## src/hw/cpu_pkg.sv

```systemverilog
`default_nettype none

package cpu_pkg;

  typedef logic [31:0] word_t;
  typedef logic [4:0]  reg_id_t;

  // alu operation select, decoded in execute
  typedef enum logic [3:0] {
    ALU_ADD  = 4'd0,
    ALU_SUB  = 4'd1,
    ALU_AND  = 4'd2,
    ALU_OR   = 4'd3,
    ALU_XOR  = 4'd4,
    ALU_SLL  = 4'd5,
    ALU_SRL  = 4'd6,
    ALU_SRA  = 4'd7,
    ALU_SLT  = 4'd8,
    ALU_SLTU = 4'd9
  } alu_op_t;

  // major opcodes
  localparam logic [6:0] OP_REG    = 7'b0110011;
  localparam logic [6:0] OP_IMM    = 7'b0010011;
  localparam logic [6:0] OP_LOAD   = 7'b0000011;
  localparam logic [6:0] OP_STORE  = 7'b0100011;
  localparam logic [6:0] OP_SYSTEM = 7'b1110011;

  // funct3 for alu ops
  localparam logic [2:0] F3_ADD_SUB = 3'b000;
  localparam logic [2:0] F3_SLL     = 3'b001;
  localparam logic [2:0] F3_SLT     = 3'b010;
  localparam logic [2:0] F3_SLTU    = 3'b011;
  localparam logic [2:0] F3_XOR     = 3'b100;
  localparam logic [2:0] F3_SR      = 3'b101;  // srl / sra
  localparam logic [2:0] F3_OR      = 3'b110;
  localparam logic [2:0] F3_AND     = 3'b111;

  // funct7 marking sub and sra
  localparam logic [6:0] F7_ALT = 7'b0100000;

  // addi x0, x0, 0
  localparam word_t NOP_INST = 32'h0000_0013;

  // ecall exits when a7 holds this
  localparam word_t   HALT_CODE = 32'd10;
  localparam reg_id_t ECALL_REG = 5'd17;

endpackage

`default_nettype wire

```

## src/hw/fetch_stage.sv

```systemverilog
`timescale 1ns/1ps
`default_nettype none

module fetch_stage import cpu_pkg::*; #(
  parameter int IMEM_WORDS = 64
) (
  input  wire   clk,
  input  wire   arst_n,
  input  logic  stall,
  input  logic  halt,
  input  logic  prog_we,
  input  word_t prog_addr,
  input  word_t prog_data,
  output word_t id_inst,
  output word_t id_pc
);

  localparam int AW = $clog2(IMEM_WORDS);

  word_t imem [IMEM_WORDS];
  word_t pc;
  word_t if_inst;

  // load port, byte address like the pc
  always_ff @(posedge clk) begin
    if (prog_we) begin
      imem[prog_addr[2 +: AW]] <= prog_data;
    end
  end

  assign if_inst = imem[pc[2 +: AW]];

  // no branches, so the next pc is always pc + 4
  always_ff @(posedge clk or negedge arst_n) begin
    if (!arst_n) begin
      pc <= '0;
    end else if (!stall && !halt) begin
      pc <= pc + 32'd4;
    end
  end

  // IF/ID
  always_ff @(posedge clk or negedge arst_n) begin
    if (!arst_n) begin
      id_inst <= NOP_INST;
      id_pc   <= '0;
    end else if (!stall && !halt) begin
      id_inst <= if_inst;
      id_pc   <= pc;
    end
  end

endmodule

`default_nettype wire

```

## config.mk

```make
export PLATFORM = sky130hd
export DESIGN_NAME = fetch_stage
export DESIGN_NICKNAME = d
export VERILOG_FILES = /design/src/hw/cpu_pkg.sv /design/src/hw/fetch_stage.sv
export SDC_FILE = /design/constraint.sdc
export NUM_CORES = 2
export LEC_CHECK = 0
export ABC_AREA = 1
export CORE_ASPECT_RATIO = 1.1
export CORE_MARGIN = 4
export CORE_UTILIZATION = 25
export CTS_CLUSTER_DIAMETER = 30
export DETAILED_ROUTE_END_ITERATION = 7
export DONT_BUFFER_PORTS = 1
export SETUP_SLACK_MARGIN = 0.02
export SLEW_MARGIN = 20
export SYNTH_ARGS = -nofsm -noshare
export SYNTH_HDL_FRONTEND = slang
export SYNTH_SLANG_ARGS = --single-unit
```

## constraint.sdc

```tcl
create_clock -name clk -period 3.39 [get_ports clk]
set_input_delay 0.339 -clock clk [delete_from_list [all_inputs] [get_ports clk]]
set_output_delay 0.339 -clock clk [all_outputs]
set_load 0.03 [all_outputs]
```

==> run_results.csv <==
group,metric,value,unit
sta,fin_worst_skew,0.03177,ns
cells_and_area,most-common-layout-cells,"sky130_fd_sc_hd__edfxtp_1 (2048), sky130_fd_sc_hd__nand2_1 (1741), sky130_fd_sc_hd__nor2_1 (1339), sky130_fd_sc_hd__o21ai_0 (721), sky130_fd_sc_hd__nand3_1 (572)",
sta,setup_viol,0,
grt,grt_max_degree,127,
grt,antenna_violations_before_repair,5,
flow_run,drv.max_cap_violation_count,0,
synth,post_synth.cell_area_avg,11.29,sq um
sta,final_layout_setup_total_negative_slack,0,ns
place,detailedPlace.worstSlack,0.6989,ns
worst_hold_path,worst_hold_path_type,"in2reg",
route,detailroute.via_count,57490,
floorplan,ios,133,
cts,cts_made_buffers,319,
sta,timing.final.ws_setup,0.6680,ns
worst_setup_path,critPathArrivalTime,3.47,ns
cells_and_area,layout.core_utilization,30.40,%
sta,final_min_period_over_clock_period,80.29,%
floorplan,core_region_area,0.3503,sq mm
synth,postSynthCellCount,7791,
place,place.detailed.instances,12160,
synth,synth-seq-cells,2140,
cts,cts_htree_levels,5,
sta,slew_headroom,30.74,%
cts,cts_buffer_depth,4,
cts,tritoncts,"yes",
cts,worstSkewPairLatency,0.84,ns
synth,ys_warnings,0,
floorplan,fp.dieArea,0.3613,sq mm
place,place_area,0.09461,sq mm
cells_and_area,finish.net_count,8025,
route,drt-wirelength-per-cell,19.95,microns
cts,ctsRootBufferMaster,"sky130_fd_sc_hd__clkbuf_16",
route,detailed_router_iteration_count_before_antenna_repair,5,
cells_and_area,final_common_cell,"sky130_fd_sc_hd__edfxtp_1",
run_status,status,"complete, no violations",
sta,hold_violations,0,
power,leakage,38.70,nW
sta,max_slew.worst_pin.slew,1.036,ns
worst_setup_path,cp_max_fo,39,
floorplan,start_util,25.10,%
cells_and_area,drive_gt1_share,10.90,%
cts,cts_hold_buffers,72,
cts,post_cts_resize_count,0,
cells_and_area,final_design_area_no_fill,0.1065,sq mm
place,hpwl,139600,microns
sta,timing.final.crit_period,2.722,ns
grt,first_global_vias,55160,
synth,synth_sequential_area_ratio,72.56,%
sta,drv_slew,0,
place,buffer_ports.inserted,0,
worst_setup_path,critPathKind,"reg2reg",
cells_and_area,final_std_cells_w_o_fill,12820,
route,drt-vias-per-instance,4.485,
floorplan,die_height,630.0,microns
worst_setup_path,worstPathRequired,4.14,ns
grt,globalRouteTotalUtil,13.63,%
floorplan,floorplan.rows,228,
cts,cts.clk_slew.worst_paths,0.06,ns
grt,grt_first_pass_wirelength,372800,microns
cells_and_area,area_delta_synth_final,21.10,%
cts,postCtsSetupRepairBufs,0,
grt,congestion_overflow_gr,0,
cells_and_area,fillCellCount,34780,
power,power.density,819.7,mW/mm^2
route,number_of_design_rule_violations_left_by_the_first_detailed_router_iteration,5620,
synth,syn-cell-area,0.08793,sq mm
worst_setup_path,setup.worst_path.end_class,"flop",
floorplan,die_width,573.5,microns
cts,tritoncts_num_sinks,2140,
place,place.gp.congestion,0.7935,
route,detail_route.drc_violations,0,
route,routed_wire_length,255800,microns
sta,grt_setup_unrepaired,"false",
worst_setup_path,setup.worst_path.start_class,"flop",
synth,ys_types,38,
power,ir_worst_vdd,0.6643,mV
sta,fmax,367.4,MHz
route,final_antenna_net_count,0,
## sequential cells by signal (all words and copies together) (netlist names)
| signal | count |
|---|---|
| imem | 2048 |
| id_inst | 32 |
| id_pc | 30 |
| pc | 30 |
## power by group
part / internal, mW / switching, mW / leakage, nW
Combinational: 7.29 / 17.1 / 14.1
Sequential: 29.4 / 1.15 / 19.5
Clock: 19.8 / 12.6 / 5.10
## final timing paths
check,endpoint,cells past startpoint,slack (ns),from
max in group asynchronous,id_inst[7]$_DFFE_PN0P_,2,2.67,arst_n
max,id_inst[15]$_DFFE_PN0P_,11,0.67,pc[2]$_DFFE_PN0P_
min,id_pc[31]$_DFFE_PN0P_,4,0.09,stall
min reg2reg,pc[11]$_DFFE_PN0P_,1,0.49,pc[11]$_DFFE_PN0P_
max reg2reg,id_inst[15]$_DFFE_PN0P_,11,0.67,pc[2]$_DFFE_PN0P_
min in group asynchronous,id_pc[27]$_DFFE_PN0P_,2,0.17,arst_n
## metal layers
| metal | track usage, % | share of wire, % | up-vias |
|---|---|---|---|
| met5 | 0 | 0.011 | - |
| met4 | 7.066 | 5.4 | 4 |
| met3 | 1.881 | 6.2 | 568 |
| met2 | 23.37 | 49 | 2029 |
| met1 | 16.69 | 39 | 28060 |
| li1 | - | - | 26830 |
## cells in the mapped netlist (all sizes together)
master	count	area [sq um]
or2	6	37.54
xor2	27	236.5
clkbuf	175	656.9
o21ai	758	3794
inv	503	1888
xnor2	1	8.760
a31oi	1	6.260
conb	1	3.750
a21o	1	7.510
buf	268	1516
clkinv	7	26.28
dfrtp	89	2227
nor4	10	68.81
nor2	1404	5295
nand4	12	81.33
edfxtp	2048	61500
ha	1	12.51
nand3	574	2883
nor3	7	61.31
dfstp	3	78.83
o211ai	92	690.7
nand2	1745	6565
a21oi	58	290.3
## logic make-up (layout without fill, tap and decap cells)
group | after synthesis | count (layout) | synth area share, %
adders and majority gates | 1 | 1 | 0.01423
buffers and inverters | 953 | 1378 | 4.649
xor gates and xnor gates | 28 | 28 | 0.2789
other | 1 | 3 | 0.004265
DFF | 2140 | 2140 | 72.56
and+or+nand+nor | 3758 | 3758 | 17.05
AOI/OAI and AO/OA | 910 | 910 | 5.445
## cell type report
class | count | area, sq um | area share, %
tap | 4600 | 5756 | 5.405
clock buffer | 360 | 8377 | 7.866
clock inverter | 223 | 2206 | 2.071
sequential | 2140 | 63820 | 59.93
inverter | 510 | 1944 | 1.826
multi-input combinational | 4699 | 20540 | 19.29
timing repair buffer | 285 | 3849 | 3.614
antenna | 1 | 2.502 | 0.002350
## stage by stage
| stage | hold WS [ns] | power (mW) |
|---|---|---|
| 2_1_floorplan | 0.04341 | 46.98 |
| 3_3_place_gp | 0.04586 | 54.88 |
| 3_5_place_dp | 0.04546 | 54.96 |
| 4_1_cts | 0.04594 | 87.89 |
| 5_1_grt | 0.09827 | 91.67 |
| 6_report | 0.09245 | 87.29 |
## worst max-delay path, cell delays in order, from the launching register on
cell and delay (ns):
sky130_fd_sc_hd__dfrtp_4 0.63, sky130_fd_sc_hd__buf_12 0.28, sky130_fd_sc_hd__buf_4 0.41, sky130_fd_sc_hd__buf_4 0.44
sky130_fd_sc_hd__nor2_1 0.09, sky130_fd_sc_hd__nor2_1 0.09, sky130_fd_sc_hd__o21ai_0 0.08, sky130_fd_sc_hd__a21oi_1 0.16
sky130_fd_sc_hd__nor2_1 0.09, sky130_fd_sc_hd__nand2_1 0.06, sky130_fd_sc_hd__nand3_1 0.13, sky130_fd_sc_hd__nand3_1 0.13
Power figures use the tool's default switching activity.
