==> src/hw/cpu_pkg.sv <==
`default_nettype none

package cpu_pkg;

  typedef logic [31:0] word_t;
  typedef logic [4:0]  reg_id_t;

  // alu operation select, decoded in execute
  typedef enum logic [3:0] {
    ALU_ADD  = 4'd0,
    ALU_SUB  = 4'd1,
    ALU_AND  = 4'd2,
    ALU_OR   = 4'd3,
    ALU_XOR  = 4'd4,
    ALU_SLL  = 4'd5,
    ALU_SRL  = 4'd6,
    ALU_SRA  = 4'd7,
    ALU_SLT  = 4'd8,
    ALU_SLTU = 4'd9
  } alu_op_t;

  // major opcodes
  localparam logic [6:0] OP_REG    = 7'b0110011;
  localparam logic [6:0] OP_IMM    = 7'b0010011;
  localparam logic [6:0] OP_LOAD   = 7'b0000011;
  localparam logic [6:0] OP_STORE  = 7'b0100011;
  localparam logic [6:0] OP_SYSTEM = 7'b1110011;

  // funct3 for alu ops
  localparam logic [2:0] F3_ADD_SUB = 3'b000;
  localparam logic [2:0] F3_SLL     = 3'b001;
  localparam logic [2:0] F3_SLT     = 3'b010;
  localparam logic [2:0] F3_SLTU    = 3'b011;
  localparam logic [2:0] F3_XOR     = 3'b100;
  localparam logic [2:0] F3_SR      = 3'b101;  // srl / sra
  localparam logic [2:0] F3_OR      = 3'b110;
  localparam logic [2:0] F3_AND     = 3'b111;

  // funct7 marking sub and sra
  localparam logic [6:0] F7_ALT = 7'b0100000;

  // addi x0, x0, 0
  localparam word_t NOP_INST = 32'h0000_0013;

  // ecall exits when a7 holds this
  localparam word_t   HALT_CODE = 32'd10;
  localparam reg_id_t ECALL_REG = 5'd17;

endpackage

`default_nettype wire

==> src/hw/execute_stage.sv <==
`timescale 1ns/1ps
`default_nettype none

module execute_stage import cpu_pkg::*; (
  input  wire     clk,
  input  wire     arst_n,
  input  logic    halt,
  input  logic    ex_ctl_wb,
  input  logic    ex_ctl_mem_read,
  input  logic    ex_ctl_mem_write,
  input  logic    ex_ctl_op2_imm,
  input  logic    ex_ctl_halt,
  input  word_t   ex_rs1_val,
  input  word_t   ex_rs2_val,
  input  reg_id_t ex_rs1_id,
  input  reg_id_t ex_rs2_id,
  input  reg_id_t ex_rd_id,
  input  word_t   ex_inst,
  input  word_t   ex_imm,
  input  logic    wb_en,
  input  reg_id_t wb_rd,
  input  word_t   wb_data,
  output reg_id_t ex_rd,
  output logic    ex_mem_read,
  output logic    ex_wb_en,
  output logic    mem_ctl_wb,
  output logic    mem_ctl_mem_read,
  output logic    mem_ctl_mem_write,
  output logic    mem_ctl_halt,
  output word_t   mem_alu_result,
  output word_t   mem_store_data,
  output reg_id_t mem_rd_id
);

  logic [6:0] opcode;
  logic [2:0] funct3;
  logic [6:0] funct7;
  alu_op_t    alu_op;
  logic       ex_forwardable;
  word_t      op_a, rs2_fwd, op_b;
  word_t      alu_result;

  // youngest producer wins, loads in EX/MEM have no data yet
  function automatic word_t fwd_sel(input reg_id_t id, input word_t reg_val);
    word_t val;
    if (id != '0 && ex_forwardable && mem_rd_id == id) begin
      val = mem_alu_result;
    end else if (id != '0 && wb_en && wb_rd == id) begin
      val = wb_data;
    end else begin
      val = reg_val;
    end
    return val;
  endfunction

  assign opcode = ex_inst[6:0];
  assign funct3 = ex_inst[14:12];
  assign funct7 = ex_inst[31:25];

  always_comb begin
    alu_op = ALU_ADD; // loads, stores, ecall
    if (opcode == OP_REG || opcode == OP_IMM) begin
      case (funct3)
        F3_ADD_SUB: alu_op = (opcode == OP_REG && funct7 == F7_ALT) ? ALU_SUB : ALU_ADD;
        F3_SLL:     alu_op = ALU_SLL;
        F3_SLT:     alu_op = ALU_SLT;
        F3_SLTU:    alu_op = ALU_SLTU;
        F3_XOR:     alu_op = ALU_XOR;
        F3_SR:      alu_op = (funct7 == F7_ALT) ? ALU_SRA : ALU_SRL; // srai has the bit too
        F3_OR:      alu_op = ALU_OR;
        F3_AND:     alu_op = ALU_AND;
        default:    alu_op = ALU_ADD;
      endcase
    end
  end

  assign ex_forwardable = mem_ctl_wb && !mem_ctl_mem_read;

  always_comb begin
    op_a    = fwd_sel(ex_rs1_id, ex_rs1_val);
    rs2_fwd = fwd_sel(ex_rs2_id, ex_rs2_val);
  end

  assign op_b = ex_ctl_op2_imm ? ex_imm : rs2_fwd;

  always_comb begin
    case (alu_op)
      ALU_ADD:  alu_result = op_a + op_b;
      ALU_SUB:  alu_result = op_a - op_b;
      ALU_AND:  alu_result = op_a & op_b;
      ALU_OR:   alu_result = op_a | op_b;
      ALU_XOR:  alu_result = op_a ^ op_b;
      ALU_SLL:  alu_result = op_a << op_b[4:0];
      ALU_SRL:  alu_result = op_a >> op_b[4:0];
      ALU_SRA:  alu_result = word_t'($signed(op_a) >>> op_b[4:0]);
      ALU_SLT:  alu_result = {31'b0, $signed(op_a) < $signed(op_b)};
      ALU_SLTU: alu_result = {31'b0, op_a < op_b};
      default:  alu_result = '0;
    endcase
  end

  // seen by decode for hazard checks
  assign ex_rd       = ex_rd_id;
  assign ex_mem_read = ex_ctl_mem_read;
  assign ex_wb_en    = ex_ctl_wb;

  // EX/MEM
  always_ff @(posedge clk or negedge arst_n) begin
    if (!arst_n) begin
      mem_ctl_wb        <= 1'b0;
      mem_ctl_mem_read  <= 1'b0;
      mem_ctl_mem_write <= 1'b0;
      mem_ctl_halt      <= 1'b0;
      mem_rd_id         <= '0;
    end else if (!halt) begin
      mem_ctl_wb        <= ex_ctl_wb;
      mem_ctl_mem_read  <= ex_ctl_mem_read;
      mem_ctl_mem_write <= ex_ctl_mem_write;
      mem_ctl_halt      <= ex_ctl_halt;
      mem_rd_id         <= ex_rd_id;
    end
  end

  always_ff @(posedge clk) begin
    if (!halt) begin
      mem_alu_result <= alu_result;
      mem_store_data <= rs2_fwd;
    end
  end

endmodule

`default_nettype wire

==> config.mk <==
export PLATFORM = sky130hd
export DESIGN_NAME = execute_stage
export DESIGN_NICKNAME = d
export VERILOG_FILES = /design/src/hw/cpu_pkg.sv /design/src/hw/execute_stage.sv
export SDC_FILE = /design/constraint.sdc
export NUM_CORES = 1
export LEC_CHECK = 0
export BUFFER_PORTS_ARGS = -buffer_cell sky130_fd_sc_hd__buf_4
export CORE_MARGIN = 2
export CORE_UTILIZATION = 30
export DETAILED_ROUTE_END_ITERATION = 16
export PLACE_DENSITY = 0.57
export SYNTH_ARGS = -nofsm -noshare
export SYNTH_HDL_FRONTEND = slang
export SYNTH_SLANG_ARGS = --single-unit
export TNS_END_PERCENT = 50
==> constraint.sdc <==
create_clock -name clk -period 5.34 [get_ports clk]
set_input_delay 0.267 -clock clk [delete_from_list [all_inputs] [get_ports clk]]
set_output_delay 0.267 -clock clk [all_outputs]
set_load 0.05 [all_outputs]
==> metrics.md, run 1 <==
| Metric | Value |
|---|---|
| Slew HR | `20.8%` |
| Initial antenna violation count | `4` |
| Worst path max stage delay | `440 ps` |
| Worst Path Required | `5470 ps` |
| Layout Cell Area excl Fill | `0.0194 mm^2` |
| Post-synth EDFFs | `64` |
| Worst setup startpoint | `mem_rd_id[3]` |
| Top delay family on crit path | `compound AO/OA/AOI/OAI gates` |
| Sequential share of the synthesized area | `15.3%` |
| Crit path to | `mem_alu_result[18]` |
| CTS max path bufs | `2` |
| Post-synth top area share | `13.7%` |
| DR WL met3 | `12400 um` |
| First-iteration detailed-routing DRC count | `2907` |
| Top cells by area, synth | `edfxtp_1 14%, ha_1 8.8%, nand2_1 6.4%, o21ai_0 5.5%, mux2i_1 4.9%` |
| Die height | `220 um` |
| Asr flop ratio synth | `12.3%` |
| Initial Util | `30.3%` |
| Synth unique cells | `97` |
| Final Setup Violations | `0` |
| Area delta synth->final | `37.8%` |
| Hold Path Class | `input port to register` |
| First-pass GRT wire length | `140000 um` |
| CP Data Arrival Time | `5400 ps` |
| Most used cell, CP | `buf_4` |
| Grt ovf | `0` |
| Row count | `79` |
| Crit path max fanout | `17` |
| CTS Sinks | `73` |
| Tcrit/Tclk final | `98.7%` |
| Vias in the first global route | `18500` |
| Worst Skew | `24.0 ps` |
| CTS Root Cell | `clkbuf_16` |
| Leakage | `0.00817 uW` |
| Outcome | `complete, no violations` |
| Post-route minimum period | `5270 ps` |
| Largest net degree at the start of global routing | `65` |
| Die Wd | `220 um` |
| Layout cell share with drive strength beyond 1 | `30.5%` |
| Syn avg cell area | `7.13 um^2` |
| Fmax | `190 MHz` |
| Synth Instances | `1970` |
| Vias | `19700` |
| Port Buffer Count | `253` |
| Crit-path slowest cell | `dfrtp_1` |
| Worst Setup Start Kind | `register` |
| Die Area | `0.0486 mm^2` |
| # DRC | `0` |
| Met2 wire len | `41600 um` |
| Post-DRT Antenna Nets | `0` |
| Skew-Pair Late Insertion Delay | `400 ps` |
| Mapped cell area | `0.0140 mm^2` |
| Worst path buffer plus inverter count | `7` |
| R2R Path Start | `mem_rd_id[3]` |
| Yosys top cell by area | `edfxtp_1` |
| Placed instance area | `0.0189 mm^2` |
| Gr usage total | `40.8%` |
| Levels on crit path | `22` |
| Syn_nets | `2260` |
| Count leader, synth | `nand2_1` |
| Flops & latches, synth | `73` |
| Wire per inst | `33.4 um` |
| RSZ-0062 raised after global routing | `false` |
| CTS tree | `yes` |
| First-pass detailed-route iteration total | `6` |
| Nets | `2727` |
| Critical-path cell list | `buf_4 -> xnor2_1 -> nand4_1 -> or2_1 -> buf_4 -> buf_4 -> a21oi_1 -> ha_1 -> buf_4 -> o21a_1 -> o21ai_1 -> a21oi_2 -> o2111ai_1 -> buf_4 -> buf_4 -> a21oi_1 -> o21a_1 -> o211ai_1 -> o211ai_1 -> nor3_1 -> nand4b_1 -> buf_4` |
| Final Hold Fails | `0` |
| Worst reg2reg endpoint | `mem_alu_result[18]` |
| Inserted Clock Buffers | `9` |
| Yosys warns | `0` |
| WL met1 | `41900 um` |
| Power density over cell area | `218 mW/mm^2` |
| Vias/cell | `6.46` |
| Crit end category | `register` |
| Worst slew pin tran | `1180 ps` |
| Reg2reg setup slack | `70 ps` |
| Fin Setup TNS | `0 ps` |
| GP Congestion | `1.02` |
| IO Count | `269` |
| Top routing layer in use | `met5` |
| Max IR drop VDD | `0.179 mV` |
| Drt total wl | `102000 um` |
| CP Class | `register to register` |
| Synth cell count leaders | `241 x nand2_1, 153 x o21ai_0, 129 x a21oi_1, 129 x nor2_1, 103 x clkbuf_1` |
| H-tree levels | `3` |
| Primary FF master, synth | `edfxtp_1` |
| DP HPWL | `81400 um` |
| Filler cell count | `4878` |
| Max Cap Viol | `0` |
| Max-slew violation count | `0` |
| Reg2reg path depth | `22` |
| Placeable Area | `0.0464 mm^2` |
| Clk slew on worst S/H paths | `60 ps` |
==> stage by stage <==
step | setup slack (ps) | std cells | hold WS [ps] | power (uW) | util [%]
2_1_floorplan | 12.3 | 1970 | -28.6 | 2140 | -
3_3_place_gp | -398 | 3032 | 109 | 3450 | 40.8
3_5_place_dp | -474 | 3032 | 110 | 3440 | 40.8
4_1_cts | 59.2 | 3049 | 108 | 4130 | 41.5
5_1_grt | 4.95 | 3050 | 129 | 4360 | 41.8
6_report | 70.2 | 3050 | 125 | 4230 | 41.8
==> layout by cell type (no fill, tap or decap), types with 33 or more instances in the layout <==
master / instances
nand4_1: 52
mux2i_1: 69
a31oi_1: 52
nor2_1: 124
ha_1: 98
o21ai_0: 151
a21oi_1: 121
nand2_1: 240
o211ai_1: 34
buf_4: 615
xnor2_1: 33
nand3_1: 91
o31ai_1: 45
inv_1: 89
edfxtp_1: 64
nor3_1: 72
==> logic make-up (layout without fill, tap and decap cells) <==
kind of cell	Yosys count	count (layout)	synth area share, %
DFF	73	73	15.3
and+or+nand+nor	692	692	23.5
xor gates and xnor gates	43	43	2.68
AOI/OAI and AO/OA	699	699	33.4
muxes	103	103	8.52
adders and majority gates	101	101	9.10
buffers and inverters	259	731	7.50
other	0	1	0
==> worst register-to-register path, delay by kind of cell (launching register included) <==
family | cells | cell delay [ps]
AO/OA/AOI/OAI | 9 | 2050
XOR/XNOR | 1 | 170
adder cells (fa/ha/maj) | 1 | 350
buffers and inverters | 7 | 1200
flip-flops | 1 | 440
AND/OR/NAND/NOR | 4 | 820
==> area by class of cell <==
class                           count  area [um^2]  share of cell area [%]
Multi-Input combinational cell   1638        11100                    57.1
Sequential cell                    73         2150                    11.1
Timing Repair Buffer              621         4730                    24.4
Clock inverter                      7         77.6                   0.401
Tap cell                          607          759                    3.92
Inverter                           94          353                    1.82
Clock buffer                        9          225                    1.16
Antenna cell                        1         2.50                  0.0129
==> power breakdown <==
group          total, uW  switching [uW]  internal (uW)  leakage, uW
clock                672             306            366     0.000146
sequential           804            85.7            718     0.000726
combinational       2750            1760            990      0.00730
==> metal layers <==
metal / global-route usage (%) / up-vias
met5: 0 / -
met4: 20.9 / 6
met3: 11.3 / 270
met2: 59.4 / 1424
met1: 54.9 / 9573
li1: - / 8429
==> sequential cells by signal, indices dropped and copies added, names as in the netlist <==
signal             count
mem_ctl_mem_write      1
mem_ctl_mem_read       1
mem_rd_id              5
mem_ctl_halt           1
mem_store_data        32
mem_ctl_wb             1
mem_alu_result        32
==> worst min path at each step <==
stage | endpoint | from | slack [ps] | cells past startpoint
floorplan | mem_ctl_halt | arst_n | -30 | 0
global placement | mem_ctl_mem_write | arst_n | 110 | 1
detailed placement | mem_ctl_mem_write | arst_n | 110 | 1
CTS | mem_ctl_mem_write | ex_ctl_mem_write | 110 | 2
global route | mem_ctl_mem_write | ex_ctl_mem_write | 130 | 2
finish | mem_ctl_mem_write | ex_ctl_mem_write | 130 | 2
==> what timing repair did <==
item / CTS / global route
setup endpoints to repair: 1 / 16
endpoints found under the hold margin: 9 / 0
setup buffers: 0 / 0
pin swaps: 0 / 3
gates cloned: 0 / 0
hold buffers: 1 / 0
resized for setup: 2 / 27
Power figures use the tool's default switching activity.
==> run 2, diff against run 1 <==
--- a/config.mk
+++ b/config.mk
@@ -8,6 +8,7 @@
 export BUFFER_PORTS_ARGS = -buffer_cell sky130_fd_sc_hd__buf_4
 export CORE_MARGIN = 2
 export CORE_UTILIZATION = 30
+export CTS_BUF_LIST = sky130_fd_sc_hd__clkbuf_8
 export DETAILED_ROUTE_END_ITERATION = 16
 export PLACE_DENSITY = 0.57
 export SYNTH_ARGS = -nofsm -noshare
==> run 2 against run 1 <==
Critical path depth down 1. Wire length up 0.27%. Maximum frequency about the same. Clock power down 24%. Global-route usage up 0.16 points. Register-to-register slack about the same. Clock skew up 11 ps. Sequential power about the same. Count of clock-buffer cells in the layout unchanged. Flip-flop and latch count unchanged. Critical path type unchanged. Largest power group unchanged.
==> metrics.md, run 2 (same netlist as run 1, synthesis figures left out) <==
| Metric | Value |
|---|---|
| Outcome | `complete, no violations (unchanged)` |
| Final cell count without fillers | `3049 (was 3050)` |
| WHS | `73.2 ps (was 125 ps)` |
| Pint | `1930 uW (was 2070 uW)` |
| Die Area | `0.0486 mm^2 (unchanged)` |
| Max IR drop VDD | `0.172 mV (was 0.179 mV)` |
| Critical-path cell list | `buf_4 -> xnor2_1 -> nand4_1 -> or2_1 -> buf_4 -> buf_4 -> a21oi_1 -> ha_1 -> buf_4 -> o21a_1 -> o21ai_1 -> a21oi_2 -> or3_1 -> nand2_1 -> o221ai_1 -> a31oi_1 -> o311ai_0 -> buf_4 -> a311oi_1 -> o211ai_1 -> buf_4 (was buf_4 -> xnor2_1 -> nand4_1 -> or2_1 -> buf_4 -> buf_4 -> a21oi_1 -> ha_1 -> buf_4 -> o21a_1 -> o21ai_1 -> a21oi_2 -> o2111ai_1 -> buf_4 -> buf_4 -> a21oi_1 -> o21a_1 -> o211ai_1 -> o211ai_1 -> nor3_1 -> nand4b_1 -> buf_4)` |
| Crit path max fanout | `17 (unchanged)` |
| Die Wd | `220 um (unchanged)` |
| Core Util, Final | `41.6% (was 41.8%)` |
| Antenna diodes | `0 (was 1)` |
| Most used cell, CP | `buf_4 (unchanged)` |
| Worst path max stage delay | `460 ps (was 440 ps)` |
| Skew-Pair Late Insertion Delay | `460 ps (was 400 ps)` |
| Worst Path Required | `5530 ps (was 5470 ps)` |
| H-tree levels | `3 (unchanged)` |
| Commonest non-fill, non-tap cell in the layout | `buf_4 (unchanged)` |
| CTS max path bufs | `2 (unchanged)` |
| First-pass detailed-route iteration total | `6 (unchanged)` |
| Post-route minimum period | `5270 ps (about the same)` |
| Worst Skew | `35.1 ps (was 24.0 ps)` |
| Die height | `220 um (unchanged)` |
| CP Class | `register to register (unchanged)` |
| Multi-input gate area | `0.0111 mm^2 (about the same)` |
| Wire per inst | `33.5 um (was 33.4 um)` |
| Nets | `2727 (unchanged)` |
| Slew HR | `22.6% (was 20.8%)` |
| Worst slew pin tran | `1160 ps (was 1180 ps)` |
| CP Data Arrival Time | `5460 ps (was 5400 ps)` |
| Clk slew on worst S/H paths | `90 ps (was 60 ps)` |
| Inserted Clock Buffers | `9 (unchanged)` |
| Worst Setup Start Kind | `register (unchanged)` |
| Crit-path slowest cell | `o21ai_1 (was dfrtp_1)` |
| Comb power frac | `67.7% (was 65.1%)` |
| Initial antenna violation count | `1 (was 4)` |
| CTS Root Cell | `clkbuf_8 (was clkbuf_16)` |
| Port Buffer Count | `253 (unchanged)` |
| DP HPWL | `81400 um (unchanged)` |
| Area delta synth->final | `37.1% (was 37.8%)` |
| Register area | `0.00215 mm^2 (unchanged)` |
| Largest net degree at the start of global routing | `65 (unchanged)` |
| Grt ovf | `0 (unchanged)` |
| Crit end category | `register (unchanged)` |
| Leakage | `0.00813 uW (was 0.00817 uW)` |
| Initial Util | `30.3% (unchanged)` |
| Post-CTS Setup Bufs | `0 (unchanged)` |
| CTS tree | `yes (unchanged)` |
| Most frequent cells in the layout | `615 x buf_4, 241 x nand2_1, 152 x o21ai_0 (was 615 x buf_4, 240 x nand2_1, 151 x o21ai_0)` |
| Vias in the first global route | `18500 (about the same)` |
| Regs by FF count | `mem_alu_result x32, mem_store_data x32, mem_rd_id x5 (unchanged)` |
| Max-slew violation count | `0 (unchanged)` |
| First-iteration detailed-routing DRC count | `2811 (was 2907)` |
| RSZ-0062 raised after global routing | `false (unchanged)` |
| CTS Sinks | `73 (unchanged)` |
| Max Cap Viol | `0 (unchanged)` |
| Filler cell count | `4893 (was 4878)` |
| Vias | `19600 (was 19700)` |
| First-pass GRT wire length | `140000 um (about the same)` |
| Vias/cell | `6.42 (was 6.46)` |
| Final worst setup slack | `71.1 ps (was 70.2 ps)` |
| Dpl ws | `-474 ps (unchanged)` |
| Fin Setup TNS | `0 ps (unchanged)` |
| Psw | `2140 uW (was 2150 uW)` |
| Sw Ratio | `52.6% (was 50.9%)` |
| Power density over cell area | `211 mW/mm^2 (was 218 mW/mm^2)` |
| Drt total wl | `102000 um (about the same)` |
| Layout cell share with drive strength beyond 1 | `30.5% (unchanged)` |
| Row count | `79 (unchanged)` |
| Final Hold Fails | `0 (unchanged)` |
| Post-Place Cells | `3032 (unchanged)` |
| Fmax | `190 MHz (about the same)` |
| Clk pwr share | `12.6% (was 15.9%)` |
| Final Setup Violations | `0 (unchanged)` |
| GP Congestion | `1.02 (unchanged)` |
| Gr usage total | `41.0% (was 40.8%)` |
| Placeable Area | `0.0464 mm^2 (unchanged)` |
| IO Count | `269 (unchanged)` |
| Sequential share of power | `19.7% (was 19.0%)` |
| # DRC | `0 (unchanged)` |
| Post-DRT Antenna Nets | `0 (unchanged)` |
| Hold Path Class | `input port to register (unchanged)` |
| Tcrit/Tclk final | `98.7% (about the same)` |
-- run 2: worst max-delay path, delay by kind of cell (launching register included) --
family,cells,cell delay (ps)
compound gates,9,2050
xor+xnor,1,170
fa+ha+maj,1,350
buf+inv,6,1120
flops,1,450
simple gates,4,870
-- run 2: power groups by stage --
stage	sequential (uW)	combinational, uW	clock (uW)
final	802	2750	511
after floorplan	1000	1140	0
after detailed placement	811	2630	0
after CTS	798	2640	522
after global placement	811	2640	0
after global routing	805	2860	535
-- run 2: area by class of cell --
cell class	count	area share, %
clock buffer	9	0.643
sequential	73	11.2
tap	607	3.94
clock inverter	7	0.403
inverter	94	1.83
timing repair buffer	621	24.5
multi-input combinational	1638	57.5
-- run 2: stage by stage --
stage	power, uW	cell area [um^2]
after floorplan	2140	14100
after global routing	4200	19300
after detailed placement	3440	18900
after global placement	3450	18900
after CTS	3960	19100
final	4070	19300
-- run 2: timing repair --
| item | 4_1_cts | 5_1_grt |
|---|---|---|
| hold endpoints to repair | 9 | 0 |
| hold buffers | 1 | 0 |
| resized for setup | 0 | 29 |
| endpoints found under the setup margin | 0 | 17 |
-- run 2: final timing paths --
path	from	end	depth (start not counted)	slack, ps
worst max-delay path	mem_rd_id[3]	mem_alu_result[8]	21	70
worst min-delay path	ex_ctl_mem_write	mem_ctl_mem_write	2	70
worst max register to register	mem_rd_id[3]	mem_alu_result[8]	21	70
worst min register to register	mem_ctl_halt	mem_ctl_halt	1	520
max in group asynchronous	arst_n	mem_rd_id[0]	2	4970
min in group asynchronous	arst_n	mem_rd_id[1]	2	200
-- run 2: layer usage --
metal	track usage [%]	vias to the layer above	share of wire [%]
met4	19.4	2	5.6
met5	0	-	0.011
met3	10.7	253	11
li1	-	8414	-
met2	59.9	1403	41
met1	55.8	9491	42
